==> src/source/input_defines.svh <==
`ifndef INPUT_DEFINES_SVH
`define INPUT_DEFINES_SVH

// entered value and APB data width
`define DATA_WIDTH 32

`define SWITCH_CNT 16      // toggle switches on the board

`define MAX_DIGITS 8       // overflow shows from here on

`define STABLE_CYCLES 4    // switch hold time before accept

`define ADDR_WIDTH 4       // APB byte address

`endif

==> src/source/input_pkg.sv <==
`include "input_defines.svh"

package input_pkg;

    typedef logic [`DATA_WIDTH-1:0] data_word_t;   // entered number, APB data
    typedef logic [`SWITCH_CNT-1:0] switch_vec_t;  // switch levels
    typedef logic [7:0]             key_code_t;    // {row, col}, active low, 0 = no key
    typedef logic [3:0]             digit_count_t;

    typedef enum logic [1:0] {
        ENTRY_IDLE   = 2'b00,  // waiting for a start
        ENTRY_SWITCH = 2'b01,  // switches are the source
        ENTRY_KEYPAD = 2'b10,  // digits being typed
        ENTRY_HALT   = 2'b11   // cpu paused
    } entry_state_t;

    typedef struct packed {
        logic      press;  // one cycle per new key
        key_code_t code;
    } key_event_t;

    typedef struct packed {
        logic         complete;
        logic         switch_mode;
        logic         paused;
        logic         overflow;
        digit_count_t count;
        data_word_t   value;
    } entry_status_t;

endpackage

==> src/source/digit_entry.sv <==
`timescale 1ns/1ps
`include "input_defines.svh"

module digit_entry (
    input  logic                     clk,
    input  logic                     rst_n,
    input  input_pkg::key_event_t    key_evt,
    input  logic                     start,
    input  logic                     uart_complete,
    output input_pkg::entry_status_t entry_stat,
    output logic                     cpu_pause,
    output logic                     overflow
);

    // keypad coordinates, row nibble over column nibble, active low
    localparam input_pkg::key_code_t KEY_0      = 8'b0111_1101;
    localparam input_pkg::key_code_t KEY_1      = 8'b1110_1110;
    localparam input_pkg::key_code_t KEY_2      = 8'b1110_1101;
    localparam input_pkg::key_code_t KEY_3      = 8'b1110_1011;
    localparam input_pkg::key_code_t KEY_4      = 8'b1101_1110;
    localparam input_pkg::key_code_t KEY_5      = 8'b1101_1101;
    localparam input_pkg::key_code_t KEY_6      = 8'b1101_1011;
    localparam input_pkg::key_code_t KEY_7      = 8'b1011_1110;
    localparam input_pkg::key_code_t KEY_8      = 8'b1011_1101;
    localparam input_pkg::key_code_t KEY_9      = 8'b1011_1011;
    localparam input_pkg::key_code_t KEY_BACK   = 8'b0111_1110;  // "*"
    localparam input_pkg::key_code_t KEY_ENTER  = 8'b0111_1011;  // "#"
    localparam input_pkg::key_code_t KEY_PAUSE  = 8'b1110_0111;  // "A"
    localparam input_pkg::key_code_t KEY_TOGGLE = 8'b1101_0111;  // "B"

    localparam input_pkg::digit_count_t MAX_CNT = input_pkg::digit_count_t'(`MAX_DIGITS);
    localparam input_pkg::data_word_t   TEN     = input_pkg::data_word_t'(10);

    input_pkg::entry_state_t state;
    input_pkg::entry_state_t state_nxt;
    input_pkg::data_word_t   value;
    input_pkg::data_word_t   value_nxt;
    input_pkg::digit_count_t count;
    input_pkg::digit_count_t count_nxt;
    logic                    complete;
    logic                    complete_nxt;
    logic                    pause_nxt;
    logic                    is_digit;
    logic [3:0]              digit_val;

    always_comb begin
        is_digit  = 1'b1;
        digit_val = 4'd0;
        case (key_evt.code)
            KEY_0:   digit_val = 4'd0;
            KEY_1:   digit_val = 4'd1;
            KEY_2:   digit_val = 4'd2;
            KEY_3:   digit_val = 4'd3;
            KEY_4:   digit_val = 4'd4;
            KEY_5:   digit_val = 4'd5;
            KEY_6:   digit_val = 4'd6;
            KEY_7:   digit_val = 4'd7;
            KEY_8:   digit_val = 4'd8;
            KEY_9:   digit_val = 4'd9;
            default: is_digit  = 1'b0;  // C, D and the command keys
        endcase
    end

    always_comb begin
        state_nxt    = state;
        value_nxt    = value;
        count_nxt    = count;
        complete_nxt = complete;
        pause_nxt    = cpu_pause;
        case (state)
            input_pkg::ENTRY_IDLE: begin
                if (key_evt.press && key_evt.code == KEY_PAUSE) begin
                    state_nxt = input_pkg::ENTRY_HALT;
                    pause_nxt = 1'b1;
                end else if (start) begin
                    state_nxt    = input_pkg::ENTRY_KEYPAD;
                    value_nxt    = '0;
                    complete_nxt = 1'b0;
                end
            end
            input_pkg::ENTRY_KEYPAD, input_pkg::ENTRY_SWITCH: begin
                if (key_evt.press) begin
                    case (key_evt.code)
                        KEY_ENTER, KEY_PAUSE: begin
                            complete_nxt = 1'b1;
                            count_nxt    = '0;
                            if (key_evt.code == KEY_PAUSE) begin
                                state_nxt = input_pkg::ENTRY_HALT;
                                pause_nxt = 1'b1;
                            end else begin
                                state_nxt = input_pkg::ENTRY_IDLE;
                            end
                        end
                        KEY_TOGGLE: begin
                            state_nxt = (state == input_pkg::ENTRY_KEYPAD) ?
                                        input_pkg::ENTRY_SWITCH : input_pkg::ENTRY_KEYPAD;
                        end
                        KEY_BACK: begin
                            if (state == input_pkg::ENTRY_KEYPAD && count != '0) begin
                                value_nxt = value / TEN;  // drop last digit
                                count_nxt = count - 4'd1;
                            end
                        end
                        default: begin
                            // digits past the limit are dropped
                            if (state == input_pkg::ENTRY_KEYPAD && is_digit && count < MAX_CNT) begin
                                value_nxt = value * TEN + input_pkg::data_word_t'(digit_val);
                                count_nxt = count + 4'd1;
                            end
                        end
                    endcase
                end
            end
            default: begin
                // halted, resume needs the uart to be done
                if (key_evt.press && key_evt.code == KEY_PAUSE && uart_complete) begin
                    state_nxt = input_pkg::ENTRY_IDLE;
                    pause_nxt = 1'b0;
                end
            end
        endcase
    end

    always_ff @(posedge clk or negedge rst_n) begin
        if (!rst_n) begin
            state     <= input_pkg::ENTRY_IDLE;
            value     <= '0;
            count     <= '0;
            complete  <= 1'b0;
            cpu_pause <= 1'b0;
            overflow  <= 1'b0;
        end else begin
            state     <= state_nxt;
            value     <= value_nxt;
            count     <= count_nxt;
            complete  <= complete_nxt;
            cpu_pause <= pause_nxt;
            overflow  <= (count_nxt == MAX_CNT);  // kept in step with count
        end
    end

    always_comb begin
        entry_stat.complete    = complete;
        entry_stat.switch_mode = (state == input_pkg::ENTRY_SWITCH);
        entry_stat.paused      = cpu_pause;
        entry_stat.overflow    = overflow;
        entry_stat.count       = count;
        entry_stat.value       = value;
    end

endmodule

==> src/source/input_apb_regs.sv <==
`timescale 1ns/1ps
`include "input_defines.svh"

module input_apb_regs (
    input  logic                     clk,
    input  logic                     rst_n,
    input  logic                     psel,
    input  logic                     penable,
    input  logic                     pwrite,
    input  logic [`ADDR_WIDTH-1:0]   paddr,
    input  input_pkg::data_word_t    pwdata,
    output input_pkg::data_word_t    prdata,
    input  input_pkg::entry_status_t entry_stat,
    input  input_pkg::switch_vec_t   switch_val,
    output logic                     start
);

    localparam logic [`ADDR_WIDTH-1:0] ADDR_CTRL   = `ADDR_WIDTH'('h0);
    localparam logic [`ADDR_WIDTH-1:0] ADDR_STATUS = `ADDR_WIDTH'('h4);
    localparam logic [`ADDR_WIDTH-1:0] ADDR_DATA   = `ADDR_WIDTH'('h8);
    localparam logic [`ADDR_WIDTH-1:0] ADDR_SWITCH = `ADDR_WIDTH'('hC);

    input_pkg::entry_status_t stat_q;     // status seen by the bus
    input_pkg::data_word_t    status_word;
    input_pkg::data_word_t    switch_word;
    logic                     ctrl_wr;

    // access phase of a write to CTRL
    assign ctrl_wr = psel && penable && pwrite && (paddr == ADDR_CTRL);

    always_ff @(posedge clk or negedge rst_n) begin
        if (!rst_n) begin
            stat_q <= '0;
            start  <= 1'b0;
        end else begin
            stat_q <= entry_stat;
            start  <= ctrl_wr && pwdata[0];  // one cycle pulse
        end
    end

    assign status_word = {{(`DATA_WIDTH-8){1'b0}},
                          stat_q.count,
                          stat_q.overflow,
                          stat_q.paused,
                          stat_q.switch_mode,
                          stat_q.complete};

    assign switch_word = {{(`DATA_WIDTH-`SWITCH_CNT){1'b0}}, switch_val};  // zero extended

    // read data straight from the address, no wait states
    always_comb begin
        case (paddr)
            ADDR_STATUS: prdata = status_word;
            ADDR_DATA:   prdata = stat_q.switch_mode ? switch_word : stat_q.value;
            ADDR_SWITCH: prdata = switch_word;
            default:     prdata = '0;  // CTRL and holes read zero
        endcase
    end

endmodule

==> src/source/input_top.sv <==
`timescale 1ns/1ps
`include "input_defines.svh"

module input_top (
    input  logic                   clk,
    input  logic                   rst_n,
    input  input_pkg::key_code_t   key_coord,
    input  input_pkg::switch_vec_t switch_map,
    input  logic                   uart_complete,
    input  logic                   psel,
    input  logic                   penable,
    input  logic                   pwrite,
    input  logic [`ADDR_WIDTH-1:0] paddr,
    input  input_pkg::data_word_t  pwdata,
    output input_pkg::data_word_t  prdata,
    output logic                   cpu_pause,
    output logic                   overflow
);

    input_pkg::key_event_t    key_evt;
    input_pkg::entry_status_t entry_stat;
    input_pkg::switch_vec_t   switch_val;
    logic                     start;

    keypad_event u_keypad_event (
        .clk       (clk),
        .rst_n     (rst_n),
        .key_coord (key_coord),
        .key_evt   (key_evt)
    );

    switch_sampler u_switch_sampler (
        .clk        (clk),
        .rst_n      (rst_n),
        .switch_map (switch_map),
        .switch_val (switch_val)
    );

    digit_entry u_digit_entry (
        .clk           (clk),
        .rst_n         (rst_n),
        .key_evt       (key_evt),
        .start         (start),
        .uart_complete (uart_complete),
        .entry_stat    (entry_stat),
        .cpu_pause     (cpu_pause),
        .overflow      (overflow)
    );

    input_apb_regs u_input_apb_regs (
        .clk        (clk),
        .rst_n      (rst_n),
        .psel       (psel),
        .penable    (penable),
        .pwrite     (pwrite),
        .paddr      (paddr),
        .pwdata     (pwdata),
        .prdata     (prdata),
        .entry_stat (entry_stat),
        .switch_val (switch_val),
        .start      (start)
    );

endmodule

==> src/source/keypad_event.sv <==
`timescale 1ns/1ps

module keypad_event (
    input  logic                  clk,
    input  logic                  rst_n,
    input  input_pkg::key_code_t  key_coord,
    output input_pkg::key_event_t key_evt
);

    input_pkg::key_code_t sync_q1;
    input_pkg::key_code_t sync_q2;
    input_pkg::key_code_t last_code;  // code seen one cycle earlier
    logic                 new_key;

    // a held key keeps matching last_code, so it fires only once
    assign new_key = (sync_q2 != '0) && (sync_q2 != last_code);

    always_ff @(posedge clk or negedge rst_n) begin
        if (!rst_n) begin
            sync_q1   <= '0;
            sync_q2   <= '0;
            last_code <= '0;
            key_evt   <= '0;
        end else begin
            sync_q1       <= key_coord;  // keypad is asynchronous
            sync_q2       <= sync_q1;
            last_code     <= sync_q2;    // tracks release too, so a repeat key fires again
            key_evt.press <= new_key;
            key_evt.code  <= sync_q2;
        end
    end

endmodule

==> src/source/switch_sampler.sv <==
`timescale 1ns/1ps
`include "input_defines.svh"

module switch_sampler (
    input  logic                   clk,
    input  logic                   rst_n,
    input  input_pkg::switch_vec_t switch_map,
    output input_pkg::switch_vec_t switch_val
);

    localparam int CNT_W = $clog2(`STABLE_CYCLES + 1);
    localparam logic [CNT_W-1:0] STABLE = CNT_W'(`STABLE_CYCLES);

    input_pkg::switch_vec_t sync_q1;
    input_pkg::switch_vec_t sync_q2;
    input_pkg::switch_vec_t cand;       // value being timed
    logic [CNT_W-1:0]       stable_cnt;

    always_ff @(posedge clk or negedge rst_n) begin
        if (!rst_n) begin
            sync_q1    <= '0;
            sync_q2    <= '0;
            cand       <= '0;
            stable_cnt <= '0;
            switch_val <= '0;
        end else begin
            sync_q1 <= switch_map;
            sync_q2 <= sync_q1;
            if (sync_q2 != cand) begin
                cand       <= sync_q2;
                stable_cnt <= CNT_W'(1);    // first cycle of the new value already seen
            end else if (stable_cnt != STABLE) begin
                stable_cnt <= stable_cnt + CNT_W'(1);
                if (stable_cnt == STABLE - CNT_W'(1)) begin
                    switch_val <= cand;     // held long enough
                end
            end
        end
    end

endmodule

==> config.mk <==
export PLATFORM = sky130hd
export DESIGN_NAME = input_top
export DESIGN_NICKNAME = d
export VERILOG_FILES = /design/src/source/input_pkg.sv /design/src/source/digit_entry.sv /design/src/source/input_apb_regs.sv /design/src/source/input_top.sv /design/src/source/keypad_event.sv /design/src/source/switch_sampler.sv
export VERILOG_INCLUDE_DIRS = /design/src /design/src/source
export SDC_FILE = /design/constraint.sdc
export NUM_CORES = 1
export LEC_CHECK = 0
export BUFFER_PORTS_ARGS = -buffer_cell sky130_fd_sc_hd__buf_2
export CAP_MARGIN = 20
export CORE_AREA = 2 2 152 154
export CTS_CLUSTER_DIAMETER = 80
export CTS_CLUSTER_SIZE = 12
export DETAILED_ROUTE_END_ITERATION = 6
export DIE_AREA = 0 0 154 156
export GPL_TIMING_DRIVEN = 1
export PLACE_DENSITY = 0.81
export SLEW_MARGIN = 5
export SYNTH_ARGS = -nofsm -noshare
export SYNTH_HDL_FRONTEND = slang
export SYNTH_SLANG_ARGS = --single-unit
==> constraint.sdc <==
create_clock -name clk -period 12.5 [get_ports clk]
set_input_delay 0.625 -clock clk [delete_from_list [all_inputs] [get_ports clk]]
set_output_delay 0.625 -clock clk [all_outputs]
set_load 0.01 [all_outputs]
Yosys cells after proc, flatten, opt, wreduce, memory -nomap -nowiden

Cells that the tools add are included.

Register bits after elaboration: 174
Input bits: 66
Output and inout bits: 34

Add/subtract/negate cells: 4
Multiply operators: 1
Divide/modulo/power cells: 1
Order comparisons: 1
Eq/ne operators: 35
Multiplexer cells: 37
Bitwise operators: 1
Reduce and logical (&&, ||, !) cells: 26

Operator list:

| kind                                                | count |
|---|---|
| 2-to-1 mux 32 bit                                   | 6 |
| one-hot mux 32 bit (2 select lines)                 | 2 |
| one-hot mux 32 bit (3 select lines)                 | 1 |
| == test 8 bit (second input constant)               | 11 |
| one-hot mux 4 bit (9 select lines)                  | 1 |
| adder 32 x 4 -> 32 bit                              | 1 |
| divider 32 x 4 -> 32 bit (second input constant)    | 1 |
| multiplier 32 x 3 -> 31 bit (second input constant) | 1 |
| == test 8 x 7 -> 1 bit (second input constant)      | 3 |
| 2-to-1 mux 4 bit                                    | 4 |
| inequality test 16 bit                              | 1 |
| == test 4 bit (second input constant)               | 3 |
| 2-to-1 mux 2 bit                                    | 6 |
| one-hot mux 4 bit (3 select lines)                  | 1 |
| logical AND 1 bit                                   | 10 |
| 2-to-1 mux 1 bit                                    | 10 |
| AND reduction 5 bit                                 | 2 |
| OR reduction 10 bit                                 | 1 |
| inequality test 2 bit (second input constant)       | 4 |
| inequality test 8 bit                               | 1 |
| one-hot mux 2 bit (2 select lines)                  | 2 |
| nonzero test 8 bit                                  | 1 |
| AND reduction 7 bit                                 | 1 |
| 2-to-1 mux 3 bit                                    | 2 |
| other kinds (23)                                    | 30 |

Logic depth before layout (Yosys ltp)

Depth after elaboration: 10
Gate-level depth with buffers: 43
Gate-level depth less buffers: 38

Modules after synthesis

A second synthesis with hierarchy kept.

Cell total of the unflattened synthesis: 1644
Area total of the unflattened synthesis: 14171.1 um2

Modules (own cells, without submodules):

| module         | times used | cells an instance | area an instance (um2) | seq. area each (um2) |
|---|---|---|---|---|
| digit_entry    | 1          | 1350              | 9659.3                 | 1026.0 |
| switch_sampler | 1          | 136               | 2247.2                 | 1676.6 |
| input_apb_regs | 1          | 120               | 1536.5                 | 1026.0 |
| keypad_event   | 1          | 38                | 728.2                  | 625.6 |

Worst setup path after synthesis

Ideal clock, no wire load.

Kind: register to register
Start point: register u_digit_entry.value[27]
End point: register u_digit_entry.value[0]
Arrival time: 9810 ps
Data required time: 12372 ps
Path slack: 2563 ps
Cell stages (with the launch flop): 42
Buffers on the path: 6
Clock period less this slack: 9937 ps
Path through: dfrtp_1 -> buf_6 -> nor3b_2 -> a22oi_1 -> o31ai_1 -> a21oi_1 -> buf_4 -> a21oi_1 -> or4_4 -> a21o_1 -> buf_6 -> o2111ai_2 -> and3_4 -> a2111oi_1 -> or4_4 -> nor3_2 -> mux2_4 -> and3_1 -> [... 6 more ...] -> or3_1 -> buf_6 -> and3_1 -> a311o_2 -> and3_4 -> o32a_4 -> a221oi_4 -> nor2_1 -> a221o_1 -> o2111a_1 -> a41o_1 -> or3_1 -> buf_2 -> and3_1 -> a221o_1 -> a211o_1 -> o21ai_1 -> nand3_1

Longest elaborated chain between the ends: 5

Ends and longest elaborated chain:

| item                                | RTL line           | source |
|---|---|---|
| start: declaration                  | digit_entry.sv:36  | `input_pkg::data_word_t value;` |
| start signal: assignment            | digit_entry.sv:134 | `value <= value_nxt;` |
| divider 32 x 4 -> 32 bit            | digit_entry.sv:100 | `value_nxt = value / TEN;` |
| 2-to-1 mux 32 bit                   | digit_entry.sv:99  | `if (state == input_pkg::ENTRY_KEYPAD && count != '0) begin` |
| one-hot mux 32 bit (2 select lines) | digit_entry.sv:83  | `case (key_evt.code)` |
| 2-to-1 mux 32 bit                   | digit_entry.sv:82  | `if (key_evt.press) begin` |
| one-hot mux 32 bit (2 select lines) | digit_entry.sv:70  | `case (state)` |

Every way passes these cells. The select of a mux whose other input is x is not followed.
A chain may end at the register's enable or synchronous reset.

Final worst setup path

Start point: register u_digit_entry.value[27]
End point: register u_digit_entry.value[1]

The elaborated chain is that of the path after synthesis.

==> key figures <==
Timing
  • Period minus WS final: 11.88 ns
  • Max-slew violations: 0
  • Tcrit/Tclk final: a little over nine tenths
  • Slew @ Worst Pin: 1.04 ns
  • Setup violators final: 0
  • Fin Setup TNS: 0 ns
  • Fmax achieved: around 84 MHz
  • Fin Clk Skew: 0.0148 ns
  • Hold Vio Cnt, Final: 0
  • PnR worst setup slack: approximately 0.62 ns
  • Slew margin rel.: a little under a third
  • RSZ-0062 raised after global routing: no

Yosys
  • Syn Area/Cell: around 8.5 µm²
  • Syn. warnings: 0
  • Cells after Synth: roughly 1,600
  • Leading area contributor after synthesis: dfrtp_1
  • Count of cell types in the netlist: around 120
  • EDFF count, synth: 0
  • Yosys top cell area share: a little under a third
  • Synth top area cells: dfrtp_1, ha_1, nand2_1
  • Top_reg_cell synth: dfrtp_1
  • Yosys reg bits: approximately 170
  • Syn_nets: about 1,700
  • Sequential element share of the synthesized area: a little under a third
  • Async S/R FF share, synth: 100%
  • Synthesized area: 13,700 µm²

Run status
  • Status: finished, final reports clean

Clocking
  • Clk buf depth: 2
  • CTS tree: built
  • Clock root cell: clkbuf_16
  • Skew-Pair Late Insertion Delay: roughly 0.44 ns
  • Clk slew on worst S/H paths: 0.08 ns
  • Total CTS buffers: 17
  • H-Tree Depth: 4
  • Clock sinks: approximately 170

Worst setup path
  • Slowest-stage cell, CP: dfrtp_1
  • R2R Path Start: u_digit_entry.value[27]
  • Worst Path Required: between 10 and 15 ns
  • Reg2reg end: u_digit_entry.value[1]
  • Setup Crit Path Kind: reg2reg
  • Slowest cell delay on critical path: 0.68 ns
  • WP data arrival: ~12 ns
  • Max FO, Critical Path: 15
  • Reg2reg setup slack: between 0.6 and 0.7 ns
  • Worst setup SP type: register
  • Crit path launch: u_digit_entry.value[27]
  • R2r worst-path depth: 36
  • Critical Path End: u_digit_entry.value[1]
  • Critical Path Sink Type: register

Place
  • Final Wtd Congestion: 0.919
  • DP HPWL: ~25 mm
  • Setup WS pre-CTS: 0.561 ns
  • IO Port Bufs: slightly below 70

Routing
  • DRC errors left: 0
  • Total iterations of the first detailed-routing run: 6
  • DR iter-0 viols: approximately 1,100
  • Via count: about 13,000
  • Routed len/inst: 19.0 µm
  • Antenna-violating nets left: 0
  • Final WL: around 36 mm
  • Vias/cell: just under 7

Floorplanning
  • Ports: 100
  • Initial core utilization: 61.4%
  • Core ar.: approximately 22,000 µm²
  • Die area: around 24,000 µm²
  • Die height: about 160 µm
  • Site row count: between 50 and 60
  • DIE WIDTH: approximately 150 µm

Global route
  • Antenna violations before repair: 0
  • GRT Total Usage: between 20 and 30%
  • First-pass GRT wire length: 59.1 mm
  • Vias in the first global route: roughly 12,000
  • Pin count of the biggest net entering global routing: slightly above 90
  • Total gr overflow: 0

Min path
  • Hold Path Class: in2async

Final layout
  • Share of cells above drive strength 1: between 10% and 20%
  • Number of diodes: 0
  • Syn-to-layout area delta: 7.40%
  • Nets: 1,736

Run
  • Count of max-cap constraint violations: 0
[metrics by stage]
stage,hold slack [ns],instances,utilization [%],area [µm²]
finish,0.247,1898,66.0,14800
global route,0.267,1898,66.0,14800
CTS,0.275,1895,65.6,14700
detailed placement,0.335,1863,62.8,14000
global placement,0.332,1863,62.8,14000
floorplan,0.329,1613,-,13700
[sequential cells by signal (all words and copies together), names as in the netlist, 8 cells and up]
register and cells:
u_switch_sampler.sync_q1 16, u_switch_sampler.switch_val 16, u_keypad_event.sync_q1 8, u_digit_entry.value 32, u_keypad_event.sync_q2 8, u_keypad_event.last_code 8
u_switch_sampler.sync_q2 16, u_input_apb_regs.stat_q 40, u_switch_sampler.cand 16
[routing by layer]
layer | wire length, µm | share of wire, % | GRT usage (%) | up-vias
met5 | 0 | 0 | 0 | -
met4 | 845 | 2.3 | 9.48 | 0
met3 | 2290 | 6.4 | 4.06 | 79
met2 | 17700 | 49 | 49.7 | 553
met1 | 15200 | 42 | 40.0 | 6209
li1 | - | - | - | 6000
[area by class of cell]
cell class                 count  area [µm²]
timing repair buffer          83         477
fill                        1748        7600
multi-input combinational   1260        8700
clock inverter                15         205
sequential                   174        4360
tap                          285         357
inverter                      64         240
clock buffer                  17         425
[critical path, delay by kind of cell, from the launching register on]
family	cells	cell delay, ns
adder cells (fa/ha/maj)	1	0.37
buffers and inverters	1	0.29
AND/OR/NAND/NOR	14	5.02
flip-flops	1	0.68
multiplexers	2	0.78
AO/OA/AOI/OAI	18	4.56
[synthesized netlist by cell type, types with 6 or more instances]
cell and count:
xor2_1 41, inv_1 55, a21oi_1 115, a31oi_1 16, xnor2_1 55, o21bai_1 19, o211ai_1 27, o221ai_1 7
ha_1 68, nand3_1 42, a21o_1 12, mux2i_1 20, clkbuf_1 87, nand4_1 16, a41o_1 8, o31ai_1 20
a211o_1 6, o2111ai_1 8, clkinv_1 8, nor3b_1 7, a211oi_1 17, o32ai_1 6, a221o_1 6, mux2_2 17
nor4b_1 7, nor2_1 107, nor2b_1 13, or3_1 13, nor4_1 20, o21ai_0 83, and3_1 19, and2_1 27
o311a_1 7, o21ai_1 11, dfrtp_1 174, nor3_1 45, a22oi_1 7, buf_2 17, or2_2 6, a2111oi_0 6
nand2_1 161, o22ai_1 34
[layout by cell type (no fill, tap or decap), drive strengths merged, types with 9 or more instances in the layout]
master / Yosys / layout
o21ai: 95 / 95
xor2: 41 / 41
mux2: 19 / 19
o2111ai: 9 / 9
and2: 28 / 28
or3: 13 / 13
nand2: 161 / 161
ha: 68 / 68
nor4: 24 / 24
o211ai: 28 / 28
nand4: 16 / 16
buf: 28 / 82
nor3: 48 / 48
o21bai: 19 / 19
xnor2: 55 / 55
a21o: 12 / 12
inv: 56 / 63
and3: 21 / 21
dfrtp: 174 / 174
o22ai: 35 / 35
o31ai: 21 / 21
clkinv: 8 / 15
a31oi: 17 / 17
clkbuf: 87 / 18
nand3: 43 / 43
mux2i: 22 / 22
nor2: 109 / 109
nor2b: 13 / 13
a21oi: 120 / 120
a211oi: 17 / 17
[cell families after synthesis]
group,count (synthesis),synth area share (%)
and+or+nand+nor,534,19.9
AOI/OAI and AO/OA,516,26.8
buffers and inverters,179,5.45
DFF,174,31.7
xor gates and xnor gates,96,6.12
adders and majority gates,73,6.72
muxes,41,3.33
[worst min path at each step]
stage | start | to | depth (start not counted)
finish | rst_n | u_keypad_event.last_code[5] | 1
global route | key_coord[5] | u_keypad_event.sync_q1[5] | 1
CTS | rst_n | u_keypad_event.sync_q2[4] | 1
detailed placement | u_keypad_event.sync_q1[0] | u_keypad_event.sync_q2[0] | 0
global placement | u_keypad_event.sync_q1[0] | u_keypad_event.sync_q2[0] | 0
floorplan | rst_n | u_digit_entry.complete | 0
[repair_timing]
action                                  4_1_cts  5_1_grt
resized for setup                             0       12
setup buffers                                 0        0
endpoints found under the setup margin        0        4
hold buffers                                  0        0
Power is left out: the tool's default activity adds up to more than one toggle a clock period on the data nets, which glitch-free logic cannot reach.
